===== config.mk =====
export PLATFORM = sky130hd
export DESIGN_NAME = mem_map
export DESIGN_NICKNAME = d
export VERILOG_FILES = /design/src/hw/mem_map_pkg.sv /design/src/hw/mem_map.sv
export VERILOG_INCLUDE_DIRS = /design/src /design/src/hw
export SDC_FILE = /design/constraint.sdc
export NUM_CORES = 1
export LEC_CHECK = 0
export BUFFER_PORTS_ARGS = -buffer_cell sky130_fd_sc_hd__buf_2
export CAP_MARGIN = 20
export CORE_AREA = 2 2 418 420
export DETAILED_ROUTE_END_ITERATION = 16
export DIE_AREA = 0 0 420 422
export GPL_TIMING_DRIVEN = 0
export SETUP_SLACK_MARGIN = 0.05
export SYNTH_ARGS = -nofsm -noshare
export SYNTH_HDL_FRONTEND = slang
export SYNTH_SLANG_ARGS = --single-unit

===== constraint.sdc =====
create_clock -name clk -period 3.4 [get_ports clk]
set_input_delay 0.34 -clock clk [delete_from_list [all_inputs] [get_ports clk]]
set_output_delay 0.34 -clock clk [all_outputs]
set_load 0.01 [all_outputs]

===== src/hw/mem_map_defs.svh =====
`ifndef MEM_MAP_DEFS_SVH
`define MEM_MAP_DEFS_SVH

// bus and DRAM widths
`define WORD_WIDTH       16
`define DRAM_ADDR_WIDTH  25

// CPU address map
`define DRAM_LAST            16'hF7FF
`define LED_FIRST            16'hF800
`define LED_LAST             16'hF809
`define UART_TX_READY_ADDR   16'hF80A
`define UART_TX_BYTE_ADDR    16'hF80B
`define VGA_WRITE_ADDR       16'hF80C

// frame buffer region in DRAM word addresses
`define FRAME_BASE       25'h0080000

// one VGA burst is one group of 32 pixels
`define BURST_LEN        32
// DRAM model cycles from request to ready
`define DRAM_LATENCY     4

// short bit time so a frame fits a short simulation
`define UART_CLKS_PER_BIT 8

`endif


===== src/hw/mem_map_pkg.sv =====
`include "mem_map_defs.svh"

package mem_map_pkg;

    typedef logic [`WORD_WIDTH-1:0]      word_t;
    typedef logic [`DRAM_ADDR_WIDTH-1:0] dram_addr_t;

    // 4 bits each of blue, green, red
    typedef logic [11:0] bgr_t;

    typedef enum logic [2:0] {
        map_idle,
        map_fetch_instr,
        map_wait,
        map_instr_out,
        map_rw_data,
        map_data_out,
        map_fetch_vga
    } map_state_t;

    // pixel port takes x, then y, then the color
    typedef enum logic [1:0] {
        vga_wr_x,
        vga_wr_y,
        vga_wr_bgr
    } vga_wr_state_t;

    typedef enum logic [1:0] {
        uart_idle,
        uart_start,
        uart_data,
        uart_stop
    } uart_state_t;

endpackage


===== src/hw/mem_map.sv =====
`timescale 1ns/1ps
`include "mem_map_defs.svh"

module mem_map (
    input  logic                                 clk,
    input  logic                                 rst,
    input  mem_map_pkg::word_t                   pc,
    input  mem_map_pkg::word_t                   data_addr,
    input  mem_map_pkg::word_t                   data_in,
    input  logic                                 write_en,
    input  logic                                 clk_stb_800k,
    input  logic                                 vga_en,
    input  logic [4:0]                           vga_x_group,
    input  logic [8:0]                           vga_y_val,
    input  mem_map_pkg::word_t                   dram_read_data,
    input  mem_map_pkg::word_t [`BURST_LEN-1:0]  dram_burst_buf,
    input  logic                                 dram_data_ready,
    input  logic                                 uart_tx_ready,
    output logic                                 dram_refresh_data,
    output mem_map_pkg::dram_addr_t              dram_addr,
    output logic                                 dram_write_en,
    output logic                                 dram_burst_en,
    output mem_map_pkg::word_t                   dram_data_in,
    output mem_map_pkg::word_t                   read_data,
    output mem_map_pkg::word_t                   instr,
    output logic [9:0]                           led,
    output logic [7:0]                           uart_tx_byte,
    output logic                                 uart_tx_start_n,
    output mem_map_pkg::bgr_t [`BURST_LEN-1:0]   vga_bgr_buf,
    output logic                                 mem_busy
);
    mem_map_pkg::map_state_t    state;
    mem_map_pkg::map_state_t    next_state;
    mem_map_pkg::vga_wr_state_t vga_wr_state;
    mem_map_pkg::dram_addr_t    pixel_addr;
    mem_map_pkg::dram_addr_t    burst_addr;
    logic                       got_instr;
    logic                       got_data;
    logic                       uart_ready_q;
    logic [9:0]                 vga_x_in;
    logic [8:0]                 vga_y_in;
    logic [3:0]                 led_idx;
    logic                       pc_in_dram;
    logic                       data_in_dram;
    logic                       data_is_led;

    always_comb begin
        for (int i = 0; i < `BURST_LEN; i++) begin
            vga_bgr_buf[i] = dram_burst_buf[i][11:0];
        end
    end

    assign pc_in_dram   = pc <= `DRAM_LAST;
    assign data_in_dram = data_addr <= `DRAM_LAST;
    assign data_is_led  = data_addr >= `LED_FIRST && data_addr <= `LED_LAST;
    assign led_idx      = 4'(data_addr - `LED_FIRST);

    // frame word address is base + (y << 10) + x
    assign pixel_addr = `FRAME_BASE + (mem_map_pkg::dram_addr_t'(vga_y_in) << 10)
                      + mem_map_pkg::dram_addr_t'(vga_x_in);
    assign burst_addr = `FRAME_BASE + (mem_map_pkg::dram_addr_t'(vga_y_val) << 10)
                      + mem_map_pkg::dram_addr_t'(vga_x_group)
                      * mem_map_pkg::dram_addr_t'(`BURST_LEN);

    // each issuing state lasts one cycle so the request is a strobe
    assign dram_refresh_data = state == mem_map_pkg::map_fetch_instr
                            || state == mem_map_pkg::map_rw_data
                            || state == mem_map_pkg::map_fetch_vga;
    assign mem_busy = state != mem_map_pkg::map_idle;

    always_comb begin
        next_state = state;
        case (state)
            mem_map_pkg::map_idle: begin
                if (clk_stb_800k) next_state = mem_map_pkg::map_fetch_instr;
            end
            mem_map_pkg::map_fetch_instr: next_state = mem_map_pkg::map_wait;
            mem_map_pkg::map_wait: begin
                if (dram_data_ready) begin
                    if (!got_instr) next_state = mem_map_pkg::map_instr_out;
                    else if (!got_data) next_state = mem_map_pkg::map_data_out;
                    else next_state = mem_map_pkg::map_idle;
                end
            end
            mem_map_pkg::map_instr_out: next_state = mem_map_pkg::map_rw_data;
            mem_map_pkg::map_rw_data: next_state = mem_map_pkg::map_wait;
            mem_map_pkg::map_data_out: begin
                if (vga_en) next_state = mem_map_pkg::map_fetch_vga;
                else next_state = mem_map_pkg::map_idle;
            end
            mem_map_pkg::map_fetch_vga: next_state = mem_map_pkg::map_wait;
            default: next_state = mem_map_pkg::map_idle;
        endcase
    end

    // outputs are loaded on the edge that enters a state
    always_ff @(posedge clk) begin
        if (!rst) begin
            state           <= mem_map_pkg::map_idle;
            got_instr       <= 1'b0;
            got_data        <= 1'b0;
            dram_write_en   <= 1'b0;
            dram_burst_en   <= 1'b0;
            led             <= '0;
            instr           <= '1;
            uart_tx_start_n <= 1'b1;
            uart_ready_q    <= 1'b1;
            vga_wr_state    <= mem_map_pkg::vga_wr_x;
        end else begin
            state        <= next_state;
            uart_ready_q <= uart_tx_ready;
            // release start once the frame is done
            if (uart_tx_ready && !uart_ready_q) uart_tx_start_n <= 1'b1;

            case (next_state)
                mem_map_pkg::map_fetch_instr: begin
                    dram_burst_en <= 1'b0;
                    dram_write_en <= 1'b0;
                    dram_addr     <= pc_in_dram ? mem_map_pkg::dram_addr_t'(pc) : '0;
                    got_instr     <= 1'b0;
                    got_data      <= 1'b0;
                end
                mem_map_pkg::map_instr_out: begin
                    instr     <= dram_read_data;
                    got_instr <= 1'b1;
                end
                mem_map_pkg::map_rw_data: begin
                    dram_data_in  <= data_in;
                    dram_addr     <= data_in_dram ? mem_map_pkg::dram_addr_t'(data_addr) : '0;
                    dram_write_en <= data_in_dram && write_en;
                    if (write_en && data_is_led) led[led_idx] <= data_in[0];
                    if (write_en && data_addr == `UART_TX_BYTE_ADDR) begin
                        uart_tx_byte    <= data_in[7:0];
                        uart_tx_start_n <= 1'b0;
                    end
                    if (write_en && data_addr == `VGA_WRITE_ADDR) begin
                        case (vga_wr_state)
                            mem_map_pkg::vga_wr_x: begin
                                vga_x_in     <= data_in[9:0];
                                vga_wr_state <= mem_map_pkg::vga_wr_y;
                            end
                            mem_map_pkg::vga_wr_y: begin
                                vga_y_in     <= data_in[8:0];
                                vga_wr_state <= mem_map_pkg::vga_wr_bgr;
                            end
                            default: begin
                                // third write goes to the frame region
                                dram_addr     <= pixel_addr;
                                dram_write_en <= 1'b1;
                                vga_wr_state  <= mem_map_pkg::vga_wr_x;
                            end
                        endcase
                    end
                end
                mem_map_pkg::map_data_out: begin
                    got_data <= 1'b1;
                    if (data_addr == `UART_TX_READY_ADDR)
                        read_data <= mem_map_pkg::word_t'(uart_tx_ready);
                    else
                        read_data <= dram_read_data;
                end
                mem_map_pkg::map_fetch_vga: begin
                    dram_burst_en <= 1'b1;
                    dram_write_en <= 1'b0;
                    dram_addr     <= burst_addr;
                end
                default: begin
                end
            endcase
        end
    end

    a_state_legal: assert property (@(posedge clk) disable iff (!rst)
        state <= mem_map_pkg::map_fetch_vga)
        else $error("mem_map state out of range: %0h", state);

    a_req_one_cycle: assert property (@(posedge clk) disable iff (!rst)
        dram_refresh_data |=> !dram_refresh_data)
        else $error("dram_refresh_data held for two cycles");

endmodule


# --- Word-level counts from Yosys, hierarchy flattened ---
# Index checks and enable logic that the tools add are counted.
totals:
  register_bits: 121
  in_bits: 597
  output_inout_bits: 480
op_classes:
  n_addsub: 5
  order_cmp: 6
  n_eq_ne: 15
  muxes: 25
  reduce_logical: 29
ops:
  columns: ["op", "count"]
  rows:
  - ["25-bit one-hot mux with 3 select lines", 1]
  - ["16-bit equality test, second input constant", 3]
  - ["16-bit less-or-equal comparator, second input constant", 3]
  - ["21-bit by 10-bit adder with 22-bit output", 2]
  - ["22-bit 2-to-1 mux", 2]
  - ["20-bit by 19-bit adder with 21-bit output, first input constant", 2]
  - ["16-bit 2-to-1 mux", 2]
  - ["3-bit equality test, second input constant", 6]
  - ["16-bit >= comparator, second input constant", 1]
  - ["3-bit 2-to-1 mux", 5]
  - ["3-bit one-hot mux with 5 select lines", 1]
  - ["10-bit bitwise mux", 1]
  - ["2-bit AND reduction", 5]
  - ["3-bit by 2-bit equality test with 1-bit output, second input constant", 3]
  - ["1-bit one-hot mux with 2 select lines", 4]
  - ["4-bit AND reduction", 2]
  - ["2-bit nonzero test", 4]
  - ["1-bit logical AND", 7]
  - ["1-bit 2-to-1 mux", 7]
  - ["3-bit by 1-bit equality test with 1-bit output, second input constant", 2]
  - ["3-bit nonzero test", 2]
  - ["4-bit by 5-bit < comparator with 1-bit output, second input constant", 1]
  - ["1-bit demux with 4-bit select", 1]
  - ["4-bit by 1-bit >= comparator with 1-bit output, second input constant", 1]
  - ["other kinds (10)", 12]

# --- Longest topological paths before layout ---
logic_depth:
  ltp_word: 7
  mapped_depth: 7

# --- Worst setup path after synthesis ---
# Ideal clock, no wire load.
synth_path:
  path_kind: "input to register"
  startpoint: "in data_addr[15]"
  endpoint: "reg vga_y_in[0], enable pin"
  setup_ns: 0.389
  arrival_time_ns: 1.980
  setup_slack_ns: 1.032
  cell_stages: 5
  path_buffers: 1
  path_cell_list: "and4_1 > buf_2 > nand2_1 > or3_1 > nor3b_1"
synth_via:
  elab_chain_cells: 3
synth_rtl:
  columns: ["element", "line", "rtl"]
  rows:
  - ["from (decl)", "mem_map.sv:8", "input mem_map_pkg::word_t data_addr,"]
  - ["16-bit equality test (no line)", null, null]
  - ["1-bit logical AND (no line)", null, null]
  - ["4-bit AND reduction (no line)", null, null]
  - ["to (signal assigned)", "mem_map.sv:143", "vga_y_in <= data_in[8:0];"]
  - ["to (decl)", "mem_map.sv:41", "logic [8:0] vga_y_in;"]
# Every way passes these cells.
# A chain may end at the register's enable or synchronous reset.

# --- Final worst setup path ---
layout_path:
  startpoint: "reg state[0]"
  endpoint: "reg vga_y_in[4], enable pin"
layout_via:
  elab_chain_cells: 5
  word_cells_on_any_way: 13
  classes_between: "7 x eq/ne; 3 x mux; 3 x reduce/logical"
layout_rtl:
  columns: ["element", "line", "rtl"]
  rows:
  - ["from (decl)", "mem_map.sv:32", "mem_map_pkg::map_state_t state;"]
  - ["from (signal assigned)", "mem_map.sv:99", "state <= mem_map_pkg::map_idle;"]
  - ["from (signal assigned)", "mem_map.sv:110", "state <= next_state;"]
  - ["3-bit by 1-bit equality test with 1-bit output / 3-bit equality test (equally long branches)", "mem_map.sv:73", "case (state)"]
  - ["3-bit OR reduction (no line)", null, null]
  - ["3-bit one-hot mux with 5 select lines (*)", "mem_map.sv:73", null]
  - ["3-bit equality test (*)", "mem_map.sv:115", "case (next_state)"]
  - ["4-bit AND reduction (no line) (*)", null, null]
# Mark *: on every way between the ends. The rest lies on a longest branch, timed or not.

==> flow_metrics.tcl <==
set metrics [dict create \
    path_clk_slew_ns 0.09 \
    dominantRegCellSynth "edfxtp_1" \
    synth_edf_count 79 \
    grt_pass1_vias 7397 \
    path_buf_inv 1 \
    final_util_pct 8.10 \
    grt.total_usage_pct 8.78 \
    ctsHoldBuffers 0 \
    ir_worst_vdd_uv 366 \
    synth_area_leaders "buf_4, edfxtp_1, dfxtp_1" \
    setup-tns-final_ns 0 \
    yosysSeqAreaShare_pct 41.0 \
    period_share_pct 75.4 \
    synth_cell_types 57 \
    grt_start_max_net_pins 17 \
    slowest_stage "nor3b_2" \
    worst_ep_required_time_ns 3.48 \
    slew_headroom_pct 29.2 \
    slew_viol_final 0 \
    grt_pass1_wl_um 95200 \
    timing.fmax_mhz 390 \
    tightest_slew_ns 1.05 \
    pwr-share-seq_pct 33.5 \
    netlist_top_cells_count "buf_4, edfxtp_1, nand2_1" \
    crit_path_cell_trace "buf_2 > and3b_2 > nand3_1 > or3_1 > nor3b_2" \
    cts_resized 0 \
    vias 7850 \
    power_frac_comb_pct 25.8 \
    crit_path_start_kind "flip-flop" \
    ys.warnings.count 0 \
    switching_share_pct 32.9 \
    drtIter0Drc 562 \
    power.static_leakage_nw 6.01 \
    io_buffers 558 \
    power_density_mw_per_mm2 333 \
    worst_setup_path_end_kind "flip-flop" \
    cts.htree.levels 4 \
    netlist_area_mm2 0.00759 \
    setup_ws_ns 0.838 \
    synth.top_cell.area_share_pct 38.7 \
    hold_viol 0 \
    die_h_um 422 \
    initial_utilization_pct 4.39 \
    cap_viol_max_count 0 \
    die_w_um 420 \
    hold-worst-slack_ns 0.0568 \
    critPathMaxStageDelay_ns 0.80 \
    synth_top_cell_by_area "buf_4" \
    cts_buffers 17 \
    rsz0062_at_grt "false" \
    hold_class "in2reg" \
    dr.pass1.iters 5 \
    total_power_mw 4.67 \
    setup_viol 0 \
    wl_um 81500 \
    gp_congestion 0.941 \
    antenna_left 0 \
    outcome "finished, final reports clean" \
    synthMostInstantiatedCell "buf_4" \
    avgViaCountPerCell 2.13 \
    drc 0 \
    multi_input_area_mm2 0.00148 \
    clk_path_buf_depth 2 \
    dieArea_mm2 0.177 \
    nets 1937 \
    syn_avg_cell_area_um2 10.1 \
    ys_seq_elements 116 \
    netSwitchingPower_mw 1.54 \
    path_class "reg2reg" \
    arrival_ns 2.64 \
    nFillCells 20200 \
    place_hpwl_um 75000 \
    cts_tree "built" \
    insertion_delay_ns 0.48 \
    synthCells 754 \
    worst_clock_skew_ns 0.0332 \
    ys_async_sr_fraction_pct 0 \
    post_cts_buffers 0 \
    io_pins 1077 \
    pwr-share-clk_pct 40.8 \
    place_ws_ns 0.412 \
    antenna_found_initial 44 \
    clock-sinks 116 \
    post_drt_wl_per_cell_um 22.1 \
    cp_top_family "simple AND/OR/NAND/NOR gates" \
    min_period_ns 2.56 \
    drive_above_1_share_pct 75.2 \
    regArea_mm2 0.00311 \
    core-area_mm2 0.173 \
    syn_to_final_growth_pct 84.3 \
    row_count 153 \
    cts_root_buf "clkbuf_16" \
    p_int_mw 3.13 \
    overflow 0 \
    crit_path_max_fanout 10 \
]
==> registers in the layout, summed over array words and instances (netlist names) <==
| signal | count |
|---|---|
| dram_addr | 20 |
| dram_burst_en | 1 |
| dram_data_in | 16 |
| dram_write_en | 1 |
| got_data | 1 |
| got_instr | 1 |
| instr | 16 |
| led | 10 |
| read_data | 16 |
| state | 3 |
| uart_ready_q | 1 |
| uart_tx_byte | 8 |
| uart_tx_start_n | 1 |
| vga_wr_state | 2 |
| vga_x_in | 10 |
| vga_y_in | 9 |
==> layout by cell type, fill, tap and decap left out, types with 14 or more instances in the layout <==
cell type	count
a221o_1	16
edfxtp_1	79
nand2_1	49
buf_4	393
nand3_1	19
clkbuf_16	17
a22o_1	14
dfxtp_1	37
nor2b_1	18
buf_2	566
==> worst paths after layout <==
path / from / to / slack, ns / depth (start not counted)
max: state[0] / vga_y_in[4] / 0.84 / 5
max reg2reg: state[0] / vga_y_in[4] / 0.84 / 5
min: data_in[10] / dram_data_in[10] / 0.06 / 1
min reg2reg: led[3] / led[3] / 0.47 / 2
==> cells by family after synthesis <==
kind of cell | count (synthesis) | share of synthesized area (%)
and+or+nand+nor | 153 | 11.3
other | 1 | 0.0494
DFF | 116 | 41.0
buffers and inverters | 414 | 40.2
AOI/OAI and AO/OA | 64 | 6.66
muxes | 6 | 0.808
==> layer usage <==
layer,global-route usage [%],share of wire [%],vias up
li1,-,-,3338
met1,8.19,31,3691
met2,14.7,48,662
met3,7.04,18,127
met4,2.18,2.1,32
met5,0,0.28,-
==> stage by stage <==
stage                     std cells  instance area [µm²]
after floorplan                 758                 7610
after global placement         3641                13300
after detailed placement       3646                13400
after CTS                      3678                14000
after global routing           3681                14000
final                          3684                14000
==> layout make-up <==
type	count	share of cell area, %
Sequential cell	116	22.2
Buffer	409	21.6
Tap cell	2325	20.8
Timing Repair Buffer	563	20.5
Multi-Input combinational cell	228	10.6
Clock buffer	21	3.22
Clock inverter	11	0.742
Inverter	5	0.134
Antenna cell	6	0.107
==> power by group through the flow <==
| stage | clock (mW) | sequential, mW | combinational (mW) |
|---|---|---|---|
| after floorplan | 0 | 1.60 | 0.585 |
| after global placement | 0 | 1.59 | 1.20 |
| after detailed placement | 0 | 1.59 | 1.21 |
| after CTS | 2.00 | 1.56 | 1.21 |
| after global routing | 2.00 | 1.56 | 1.29 |
| final | 1.90 | 1.56 | 1.20 |
==> worst reg2reg max path, cell delays in order (launching register included) <==
cell     delay [ns]
dfxtp_1        0.31
buf_2          0.18
and3b_2        0.28
nand3_1        0.16
or3_1          0.43
nor3b_2        0.80
Note: power is estimated with default switching activity, not from simulation.
