`src/hw/mem_map_defs.svh`:
```
`ifndef MEM_MAP_DEFS_SVH
`define MEM_MAP_DEFS_SVH

// bus and DRAM widths
`define WORD_WIDTH       16
`define DRAM_ADDR_WIDTH  25

// CPU address map
`define DRAM_LAST            16'hF7FF
`define LED_FIRST            16'hF800
`define LED_LAST             16'hF809
`define UART_TX_READY_ADDR   16'hF80A
`define UART_TX_BYTE_ADDR    16'hF80B
`define VGA_WRITE_ADDR       16'hF80C

// frame buffer region in DRAM word addresses
`define FRAME_BASE       25'h0080000

// one VGA burst is one group of 32 pixels
`define BURST_LEN        32
// DRAM model cycles from request to ready
`define DRAM_LATENCY     4

// short bit time so a frame fits a short simulation
`define UART_CLKS_PER_BIT 8

`endif

```
`src/hw/mem_map_pkg.sv`:
```
`include "mem_map_defs.svh"

package mem_map_pkg;

    typedef logic [`WORD_WIDTH-1:0]      word_t;
    typedef logic [`DRAM_ADDR_WIDTH-1:0] dram_addr_t;

    // 4 bits each of blue, green, red
    typedef logic [11:0] bgr_t;

    typedef enum logic [2:0] {
        map_idle,
        map_fetch_instr,
        map_wait,
        map_instr_out,
        map_rw_data,
        map_data_out,
        map_fetch_vga
    } map_state_t;

    // pixel port takes x, then y, then the color
    typedef enum logic [1:0] {
        vga_wr_x,
        vga_wr_y,
        vga_wr_bgr
    } vga_wr_state_t;

    typedef enum logic [1:0] {
        uart_idle,
        uart_start,
        uart_data,
        uart_stop
    } uart_state_t;

endpackage

```
`src/hw/uart_tx.sv`:
```
`timescale 1ns/1ps
`include "mem_map_defs.svh"

module uart_tx (
    input  logic       clk,
    input  logic       rst,
    input  logic [7:0] uart_tx_byte,
    input  logic       uart_tx_start_n,
    output logic       uart_txd,
    output logic       uart_tx_ready
);
    localparam int CLK_W = $clog2(`UART_CLKS_PER_BIT);

    mem_map_pkg::uart_state_t state;
    logic [CLK_W-1:0]         clk_cnt;
    logic [2:0]               bit_idx;
    logic [7:0]               shift;
    logic                     start_q;
    logic                     bit_end;

    assign bit_end = clk_cnt == CLK_W'(`UART_CLKS_PER_BIT - 1);

    always_ff @(posedge clk) begin
        if (!rst) begin
            state         <= mem_map_pkg::uart_idle;
            clk_cnt       <= '0;
            bit_idx       <= '0;
            start_q       <= 1'b1;
            uart_txd      <= 1'b1;
            uart_tx_ready <= 1'b1;
        end else begin
            start_q <= uart_tx_start_n;
            if (state == mem_map_pkg::uart_idle) begin
                // falling edge of start_n begins a frame
                if (start_q && !uart_tx_start_n) begin
                    shift         <= uart_tx_byte;
                    clk_cnt       <= '0;
                    bit_idx       <= '0;
                    uart_txd      <= 1'b0;
                    uart_tx_ready <= 1'b0;
                    state         <= mem_map_pkg::uart_start;
                end
            end else if (!bit_end) begin
                clk_cnt <= clk_cnt + 1'b1;
            end else begin
                clk_cnt <= '0;
                case (state)
                    mem_map_pkg::uart_start: begin
                        uart_txd <= shift[0];
                        state    <= mem_map_pkg::uart_data;
                    end
                    mem_map_pkg::uart_data: begin
                        // lsb first
                        shift    <= shift >> 1;
                        bit_idx  <= bit_idx + 1'b1;
                        uart_txd <= (bit_idx == 3'd7) ? 1'b1 : shift[1];
                        if (bit_idx == 3'd7) state <= mem_map_pkg::uart_stop;
                    end
                    default: begin
                        uart_tx_ready <= 1'b1;
                        state         <= mem_map_pkg::uart_idle;
                    end
                endcase
            end
        end
    end

    a_idle_line_high: assert property (@(posedge clk) disable iff (!rst)
        state == mem_map_pkg::uart_idle |-> uart_txd)
        else $error("uart_txd low while idle");

endmodule

```
`config.mk`:
```
export PLATFORM = sky130hd
export DESIGN_NAME = uart_tx
export DESIGN_NICKNAME = d
export VERILOG_FILES = /design/src/hw/mem_map_pkg.sv /design/src/hw/uart_tx.sv
export VERILOG_INCLUDE_DIRS = /design/src /design/src/hw
export SDC_FILE = /design/constraint.sdc
export NUM_CORES = 1
export LEC_CHECK = 0
export BUFFER_PORTS_ARGS = -buffer_cell sky130_fd_sc_hd__buf_2
export CAP_MARGIN = 30
export CORE_MARGIN = 2
export CORE_UTILIZATION = 43
export CTS_CLUSTER_DIAMETER = 120
export CTS_CLUSTER_SIZE = 14
export DETAILED_ROUTE_END_ITERATION = 12
export PLACE_DENSITY = 0.67
export REMOVE_ABC_BUFFERS = 1
export SLEW_MARGIN = 10
export SYNTH_ARGS = -nofsm -noshare
export SYNTH_HDL_FRONTEND = slang
export SYNTH_SLANG_ARGS = --single-unit
```
`constraint.sdc`:
```
create_clock -name clk -period 3.7 [get_ports clk]
set_input_delay 0.74 -clock clk [delete_from_list [all_inputs] [get_ports clk]]
set_output_delay 0.74 -clock clk [all_outputs]
set_load 0.1 [all_outputs]
```
* Word-level counts from Yosys, hierarchy flattened *
Cells that the tools add are included.

cells by class
  add/subtract/negate cells = 2
  equal/unequal tests = 7
  muxes and demuxes = 23
  reduce and logical (&&, ||, !) cells = 12

operator list
  kind                 number
  $mux 8               4
  $mux 3               6
  $reduce_and 3->1     4
  $mux 2               4
  $mux 1               7
  $add 3x1->3 const B  2
  $eq 3x3->1 const B   2
  $ne 2x1->1 const B   2
  $pmux 2 s2           1
  $reduce_and 4->1     1
  $reduce_bool 2->1    2
  $ne 3x3->1 const B   1
  $reduce_bool 3->1    1
  $eq 2x1->1 const B   1
  $eq 2x2->1 const B   1
  $logic_not 2->1      1
  $pmux 1 s2           1
  $reduce_or 2->1      1
  $logic_and 1x1->1    1
  $logic_not 1->1      1

storage, ports and cells
  flip-flop bits (word level) = 19
  logic and storage cells = 51

* Longest topological paths before layout *
Gate-level depths: netlist (run 1).

  depth after elaboration = 5
  depth in mapped cells = 5

* Worst setup path before layout (run 1) *
No wires, ideal clock.

  path kind = input-to-reg
  from = input port uart_tx_start_n
  to = register shift[0], enable pin
  library setup time = 332 ps
  arrival = 1348 ps
  data required time = 3368 ps
  path slack = 2020 ps
  cell stages on the path = 3
  path through = nand3b_1 -> nand2_1 -> and2_1

between the ends
  cells in the longest elaborated chain, start to end = 4

RTL lines
  element                            RTL line       text
  from (decl)                        uart_tx.sv:8   input logic uart_tx_start_n,
  $logic_not 1->1                    uart_tx.sv:35  if (start_q && !uart_tx_start_n) begin
  $logic_and 1x1->1                  uart_tx.sv:35
  $ne 2x1->1 (no source line)        --
  $reduce_and 4->1 (no source line)  --
  to (signal assigned)               uart_tx.sv:36  shift <= uart_tx_byte;
  to (signal assigned)               uart_tx.sv:54  shift <= shift >> 1;
  to (decl)                          uart_tx.sv:17  logic [7:0] shift;

Every way passes these cells.
A chain may end at the register's enable or synchronous reset.

* Final worst setup path (run 1) *
  from = register state[0]
  to = register shift[0], enable pin

between the ends
  cells in the longest elaborated chain, start to end = 3
  elaborated cells on any way between the ends = 6
  classes of those cells = 2 x eq/ne; 4 x reduce/logical

RTL lines
  element                                                                  RTL line                      text
  from (decl)                                                              uart_tx.sv:14                 mem_map_pkg::uart_state_t state;
  from (signal assigned)                                                   uart_tx.sv:25                 state <= mem_map_pkg::uart_idle;
  from (signal assigned)                                                   uart_tx.sv:41                 state <= mem_map_pkg::uart_start;
  from (signal assigned)                                                   uart_tx.sv:50                 state <= mem_map_pkg::uart_data;
  $eq 2x2->1 / $logic_not 2->1 (equally long branches)                     uart_tx.sv:47, uart_tx.sv:33
  $reduce_bool 2->1 (no source line) / $ne 2x1->1 (equally long branches)  --
  $reduce_and 4->1 (no source line) *                                      --

Every way passes the cells marked *; elsewhere a longest branch is shown, timed or not.

==> impl_metrics.toml, run 1 <==
[outcome]
status = "finished clean"

[power_and_ir_drop]
seqPwrFrac_pct = 57.6
peakVddDrop_v = 0.000205
power.share.clock_pct = 24.3
cellInternalPower_mw = 0.304
powerDensity_nw_per_um2 = 413
comb_power_share_pct = 18.1
netSwitchingFraction_pct = 26.4
switching_power_mw = 0.109
cellLeakagePower_nw = 0.403

[worst_hold_path]
hp-class = "reg -> reg"

[critical_path]
start_kind = "flop"
critPathMaxFanout = 17
worstPathArrival_ns = 1.99
critical_path_required_ns = 3.67
crit_type = "reg -> reg"
end_kind = "flop"

[grt]
grt_usage_pct = 12.5
grt_start_max_net_pins = 18
antenna_found_initial = 0
grt_pass1_wl_um = 2260
gr-total-overflow = 0
grt_pass1_vias = 516

[cts]
root_buffer = "clkbuf_4"
clk_latency_ns = 0.29
cts_setup_buffers = 0
cts_tree = "done"
cts_buffer_depth = 2
ctsHoldBuffers = 0
cts_buffers = 3
cts_resized = 0
clk_transition_reported_paths_ns = 0.10
clock-sinks = 19
htree_num_levels = 1

[job]
maxCapViolCount = 0

[timing]
setup-tns-final_ns = 0
setup_ws_ns = 1.68
grt_setup_unrepaired = "no"
slew-limit-headroom_pct = 63.8
max_freq_ghz = 0.496
drv_slew = 0
fin_crit_sh_pct = 54.5
period_needed_ns = 2.02
worst_pin_slew_ns = 0.543
hold_viol_final = 0
final.setup_skew_ns = 0.00354
setup_violations = 0

[placement]
routabilityCongestion = 0.810
pre_cts_slack_ns = 1.62
dpl_cell_area_um2 = 975
numPortBuffers = 12
hpwl_um = 1020
dp_cells = 114

[die]
dieArea_um2 = 2460
die_w_um = 49.6
die_y_um = 49.6
pin_count = 13
coreArea_um2 = 1960
initial_core_util_pct = 45.5
placementRows = 16

[final_layout]
syn_to_final_growth_pct = 12.0
fin_util_pct = 51.0
drive_above_1_share_pct = 27.5
final_common_cell = "buf_2"
layout_common_cells = "12 x buf_2, 11 x dfxtp_1, 9 x nand2_1"
n_antenna_cell = 0
nets = 110
final_area_um2 = 1000
instances_no_fill = 118

[logic_synthesis]
synth_top_area_share_pct = 26.9
ys_types = 26
yosysTopAreaCell = "edfxtp_1"
synth_warnings = 0
synthCells = 77
synth_area_per_cell_um2 = 11.6
synth-seq-cells = 19
syn_area_um2 = 893
ys_top_cells_by_area = "edfxtp_1 27%, dfxtp_1 25%, ha_1 9.8%"
ys_seq_area_share_pct = 51.5

[detailed_routing]
vias_per_cell = 5.03
drtAntennaViolNets = 0
first_pass_iters = 4
wl_per_cell_um = 11.2
drt-initial-drc-count = 7
drcViolationCount = 0
num_vias = 594
wirelength_um = 1320
## power groups by stage
stage | combinational (mW) | clock, mW | sequential [mW]
final | 0.0747 | 0.101 | 0.238
after global routing | 0.0828 | 0.114 | 0.239
after CTS | 0.0762 | 0.105 | 0.238
after detailed placement | 0.0763 | 0 | 0.243
after global placement | 0.0747 | 0 | 0.242
after floorplan | 0.0416 | 0 | 0.258
## layer usage
metal  track usage (%)  vias to the layer above  share of wire [%]
met5                 0                        -                  0
met4              8.33                        0                1.4
met3              2.73                        2                2.5
met2              19.1                        8                 48
met1              15.7                      277                 48
li1                  -                      307                  -
## kinds of logic (layout without fill, tap and decap cells)
| kind of cell | count (synthesis) | after routing | share of synthesized area [%] |
|---|---|---|---|
| AOI/OAI and AO/OA | 11 | 11 | 9.38 |
| DFF | 19 | 19 | 51.5 |
| buffers and inverters | 4 | 18 | 2.24 |
| adders and majority gates | 7 | 7 | 9.80 |
| muxes | 8 | 8 | 9.94 |
| and+or+nand+nor | 28 | 28 | 17.1 |
## cells in the mapped netlist
cell type,count
dfxtp_1,11
nand2_1,9
edfxtp_1,8
ha_1,7
mux2_2,7
nand2b_1,5
nand3_1,3
o22ai_1,3
a21boi_0,2
and2_1,2
inv_1,2
nand3b_1,2
nor2_1,2
nor2b_1,2
a2111o_1,1
a31oi_1,1
buf_2,1
buf_4,1
mux2i_1,1
nand2b_4,1
nand4_1,1
nor3_1,1
o211ai_1,1
o21ai_0,1
o21ai_2,1
o221a_2,1
## cell type report
type,count,area (um^2)
repair buffers,12,60.1
clock buffers,4,26.3
inverters,2,7.51
fillers,199,961
well taps,27,33.8
multi-input cells,54,413
flip-flops and latches,19,460
## state kept, by name, summed over array words and instances, names as in the netlist
name / count
start_q: 1
shift: 8
bit_idx: 3
clk_cnt: 3
uart_tx_ready: 1
uart_txd: 1
state: 2
## critical path, stage by stage, from the launching register on
cell and delay, ns:
dfxtp_1 0.35, inv_1 0.08, ha_1 0.50, nand3b_1 0.25
nand2_1 0.17, and2_1 0.35
## path summary, 6_finish.rpt
path / startpoint / endpoint / slack (ns) / cells after the start
worst max register to register: state[0] / shift[0] / 1.68 / 5
worst max-delay path: state[0] / shift[0] / 1.68 / 5
worst min-delay path: clk_cnt[1] / clk_cnt[1] / 0.48 / 2
worst min register to register: clk_cnt[1] / clk_cnt[1] / 0.48 / 2
## through the flow
step / hold WS (ns) / total power [mW]
detailed placement: 0.477 / 0.319
global placement: 0.472 / 0.317
global route: 0.520 / 0.437
CTS: 0.491 / 0.419
floorplan: 0.450 / 0.300
finish: 0.485 / 0.413
(Power assumes the default switching activity.)
==> inputs of run 2 (changes only) <==
- ABC_AREA: unset -> 1
- PLACE_DENSITY: 0.67 -> 0.66
- clock period: 3.7 -> 2 ns (I/O delays scaled with it)
==> impl_metrics.toml, run 2 <==
[final_layout]
syn_to_final_growth_pct = 10.8
top_register = "shift"
final_area_um2 = 1110
largest_reg_flops = 8
nets = 158
reg_top3 = "shift: 8 flops, bit_idx: 3 flops, clk_cnt: 3 flops"
final_common_cell = "nand2_1"
fillers = 229
n_antenna_cell = 0
drive_above_1_share_pct = 20.9
layout_common_cells = "40 x nand2_1, 18 x inv_1, 12 x buf_2"

[die]
coreArea_um2 = 2210
pin_count = 13
initial_core_util_pct = 45.5
dieArea_um2 = 2740
die_w_um = 52.4
die_y_um = 52.4
placementRows = 17

[timing]
grt_setup_unrepaired = "no"
hold_viol_final = 0
final.setup_skew_ns = 0.00214
fin_crit_sh_pct = 85.4
setup_ws_ns = 0.292
max_freq_ghz = 0.586
worst_pin_slew_ns = 0.487
period_needed_ns = 1.71
drv_slew = 0
slew-limit-headroom_pct = 67.8
setup_violations = 0

[critical_path]
r2r_slack_ns = 0.29
critPathMaxFanout = 10
r2r-end = "shift[2]"
crit_path_max_incr_delay_ns = 0.44
crit_type = "reg -> reg"
critical_path_required_ns = 2.02
crit_chain = "inv_1 > ha_1 > nor2_4 > inv_4 > nand3_4 > nor2_1 > buf_4"
path_delay_family = "adder cells"
critPathBufInv = 3
cp_slowest_cell = "ha_1"
worstPathArrival_ns = 1.73
r2r-start = "state[0]"
end_kind = "flop"
ff2ff_path_depth = 7
start_kind = "flop"

[detailed_routing]
wl_per_cell_um = 10.0
first_pass_iters = 4
drt-initial-drc-count = 7
drtAntennaViolNets = 0
num_vias = 752
drcViolationCount = 0
vias_per_cell = 4.50
wirelength_um = 1680

[logic_synthesis]
synthCells = 124
synth-seq-cells = 19
synthFlopType = "dfxtp_1"
ys_seq_area_share_pct = 45.8
synth_edf_count = 8
ys_types = 22
yosysMostFrequentCell = "nand2_1"
synthTopCellsByCount = "40 x nand2_1, 18 x inv_1, 11 x dfxtp_1"
syn_area_um2 = 1010
ys_top_cells_by_area = "edfxtp_1 24%, dfxtp_1 22%, nand2_1 15%"
ys_async_sr_fraction_pct = 0
synth_top_area_share_pct = 23.9
yosysTopAreaCell = "edfxtp_1"
synth_warnings = 0
synth_area_per_cell_um2 = 8.11

[power_and_ir_drop]
cellLeakagePower_nw = 0.561
p_total_mw = 1.57
powerDensity_nw_per_um2 = 1410
peakVddDrop_v = 0.000660

[placement]
numPortBuffers = 12
dpl_cell_area_um2 = 1090
hpwl_um = 1270
pre_cts_slack_ns = 0.315
routabilityCongestion = 0.733

[worst_hold_path]
min_from = "uart_tx_start_n"
hp-class = "in -> reg"
holdPathStages = 3
hold_end = "start_q"

[cts]
cts_buffers = 3
cts_buffer_depth = 2
ctsHoldBuffers = 0
root_buffer = "clkbuf_4"
cts_setup_buffers = 0
clock-sinks = 19
cts_resized = 0
clk_latency_ns = 0.30
cts_tree = "done"
htree_num_levels = 1
clk_transition_reported_paths_ns = 0.10

[outcome]
status = "finished clean"

[grt]
grt_pass1_vias = 755
antenna_found_initial = 0
gr-total-overflow = 0
grt_start_max_net_pins = 12
grt_usage_pct = 14.9
grt_pass1_wl_um = 2980

[job]
maxCapViolCount = 0
-- run 2: worst min-delay path, stage by stage --
cell and delay, ns:
buf_2 0.07, inv_1 0.04, nand2_1 0.05
-- run 2: worst max-delay path by stage --
stage | from | to | depth (start not counted)
after floorplan | state[0] | shift[0] | 6
after global placement | state[0] | shift[3] | 7
after detailed placement | state[0] | shift[1] | 7
after CTS | state[0] | shift[1] | 7
after global routing | state[0] | shift[3] | 7
final | state[0] | shift[2] | 7
-- run 2: routing by layer --
metal	track usage, %	part of all wire, %	up-vias
met5	0	0	-
met3	3.43	2.4	5
met4	7.69	2.3	0
met1	18.1	50	328
met2	24.4	45	7
li1	-	-	412
-- run 2: area by class of cell --
class	count	area (um^2)	area share [%]
flip-flops and latches	19	460	41.3
multi-input cells	81	433	38.8
repair buffers	15	82.6	7.41
inverters	20	77.6	6.96
well taps	28	35.0	3.14
clock buffers	4	26.3	2.36
-- run 2: kinds of logic (layout without fill, tap and decap cells) --
family,Yosys count,count (layout),synth area share [%]
fa+ha+maj,7,7,8.71
simple gates,65,65,29.5
compound gates,9,9,4.85
buf+inv,24,39,11.2
flops,19,19,45.8
-- run 2: per-stage QoR --
step / utilization (%) / setup TNS (ns) / hold slack (ns) / cells
floorplan: - / -0.328 / 0.428 / 120
global placement: 49.2 / 0 / 0.428 / 163
detailed placement: 49.2 / 0 / 0.441 / 163
CTS: 50.4 / 0 / 0.287 / 167
global route: 50.4 / 0 / 0.286 / 167
finish: 50.4 / 0 / 0.289 / 167
-- run 2: where the power goes --
group	total (mW)	switching, mW	internal [mW]
Clock	0.196	0.118	0.0778
Combinational	0.787	0.540	0.247
Sequential	0.590	0.0450	0.545
==> inputs of run 3 (changes only) <==
- PLACE_DENSITY: 0.66 -> 0.73
==> impl_metrics.toml, run 3 (synthesis gave the netlist of run 2 again) <==
[final_layout]
top_register = "shift"
nets = 158
syn_to_final_growth_pct = 10.8
drive_above_1_share_pct = 20.9
fillers = 229
final_common_cell = "nand2_1"
n_antenna_cell = 0
layout_common_cells = "40 x nand2_1, 18 x inv_1, 12 x buf_2"
reg_top3 = "shift: 8 flops, bit_idx: 3 flops, clk_cnt: 3 flops"
instances_no_fill = 167
largest_reg_flops = 8
final_area_um2 = 1110

[timing]
fin_crit_sh_pct = 85.7
drv_slew = 0
slew-limit-headroom_pct = 67.6
setup_violations = 0
final.setup_skew_ns = 0.00665
max_freq_ghz = 0.584
period_needed_ns = 1.71
hold_viol_final = 0
worst_pin_slew_ns = 0.490
grt_setup_unrepaired = "no"

[detailed_routing]
first_pass_iters = 3
wl_per_cell_um = 10.2
drcViolationCount = 0
drt-initial-drc-count = 15
wirelength_um = 1700
drtAntennaViolNets = 0
num_vias = 773
vias_per_cell = 4.63

[critical_path]
critical_path_required_ns = 2.02
critPathMaxFanout = 9
path_delay_family = "adder cells"
crit_type = "reg -> reg"
crit_path_max_incr_delay_ns = 0.43
cp_slowest_cell = "ha_1"
end_kind = "flop"
start_kind = "flop"
critPathBufInv = 3
crit_chain = "inv_1 > ha_1 > nor2_4 > inv_4 > nand3_4 > nor2_1 > buf_4"
worstPathArrival_ns = 1.73

[cts]
clock-sinks = 19
cts_tree = "done"
cts_resized = 0
clk_transition_reported_paths_ns = 0.10
clk_latency_ns = 0.30
cts_buffers = 3
cts_buffer_depth = 2
root_buffer = "clkbuf_4"
cts_setup_buffers = 0
htree_num_levels = 1
ctsHoldBuffers = 0

[power_and_ir_drop]
powerDensity_nw_per_um2 = 1410
cellLeakagePower_nw = 0.561
peakVddDrop_v = 0.000567

[placement]
hpwl_um = 1330
dp_cells = 163
numPortBuffers = 12
routabilityCongestion = 0.809
dpl_cell_area_um2 = 1090

[grt]
grt_pass1_wl_um = 2980
gr-total-overflow = 0
grt_usage_pct = 14.7
antenna_found_initial = 0
grt_pass1_vias = 784
grt_start_max_net_pins = 12

[job]
maxCapViolCount = 0

[worst_hold_path]
hp-class = "in -> reg"

[die]
pin_count = 13
coreArea_um2 = 2210
die_y_um = 52.4
initial_core_util_pct = 45.5
die_w_um = 52.4
dieArea_um2 = 2740
placementRows = 17

[outcome]
status = "finished clean"
-- run 3: cell counts in the layout (fill, tap and decap cells not counted) --
No cell type changed its count.
-- run 3: power by group --
group | total [mW] | internal (mW) | switching, mW
Clock | 0.191 | 0.0778 | 0.114
Sequential | 0.590 | 0.545 | 0.0450
Combinational | 0.795 | 0.246 | 0.549
Total | 1.58 | 0.869 | 0.708
-- run 3: layout make-up --
type / count / area [um^2] / area share (%)
clock buffers: 4 / 26.3 / 2.36
inverters: 20 / 77.6 / 6.96
well taps: 28 / 35.0 / 3.14
repair buffers: 15 / 82.6 / 7.41
multi-input cells: 81 / 433 / 38.8
flip-flops and latches: 19 / 460 / 41.3
-- run 3: path summary, 6_finish.rpt --
| check | startpoint | endpoint | slack (ns) | depth (start not counted) |
|---|---|---|---|---|
| setup / recovery | state[0] | shift[4] | 0.29 | 7 |
| setup reg to reg | state[0] | shift[4] | 0.29 | 7 |
| hold / removal | uart_tx_start_n | start_q | 0.28 | 3 |
| hold reg to reg | uart_tx_ready | uart_tx_ready | 0.45 | 2 |
-- run 3: worst reg2reg max path, stage by stage (launching register included) --
cell	delay, ns
dfxtp_1	0.33
inv_1	0.10
ha_1	0.43
nor2_4	0.07
inv_4	0.10
nand3_4	0.10
nor2_1	0.12
buf_4	0.18
-- run 3: stage by stage --
stage	hold WS (ns)	total power, mW	setup TNS, ns	setup slack, ns	util [%]
6_report	0.278	1.58	0	0.287	50.4
5_1_grt	0.304	1.71	0	0.196	50.4
4_1_cts	0.270	1.59	0	0.289	50.4
3_5_place_dp	0.447	1.39	0	0.308	49.2
3_3_place_gp	0.430	1.37	0	0.394	49.2
2_1_floorplan	0.428	1.20	-0.328	-0.0410	-
-- run 3: layer usage --
layer / up-vias / track usage (%) / share of wire (%)
met4: 0 / 7.69 / 1.8
met3: 4 / 1.71 / 2.2
met5: - / 0 / 0
met2: 7 / 25.4 / 46
li1: 417 / - / -
met1: 345 / 17.6 / 50
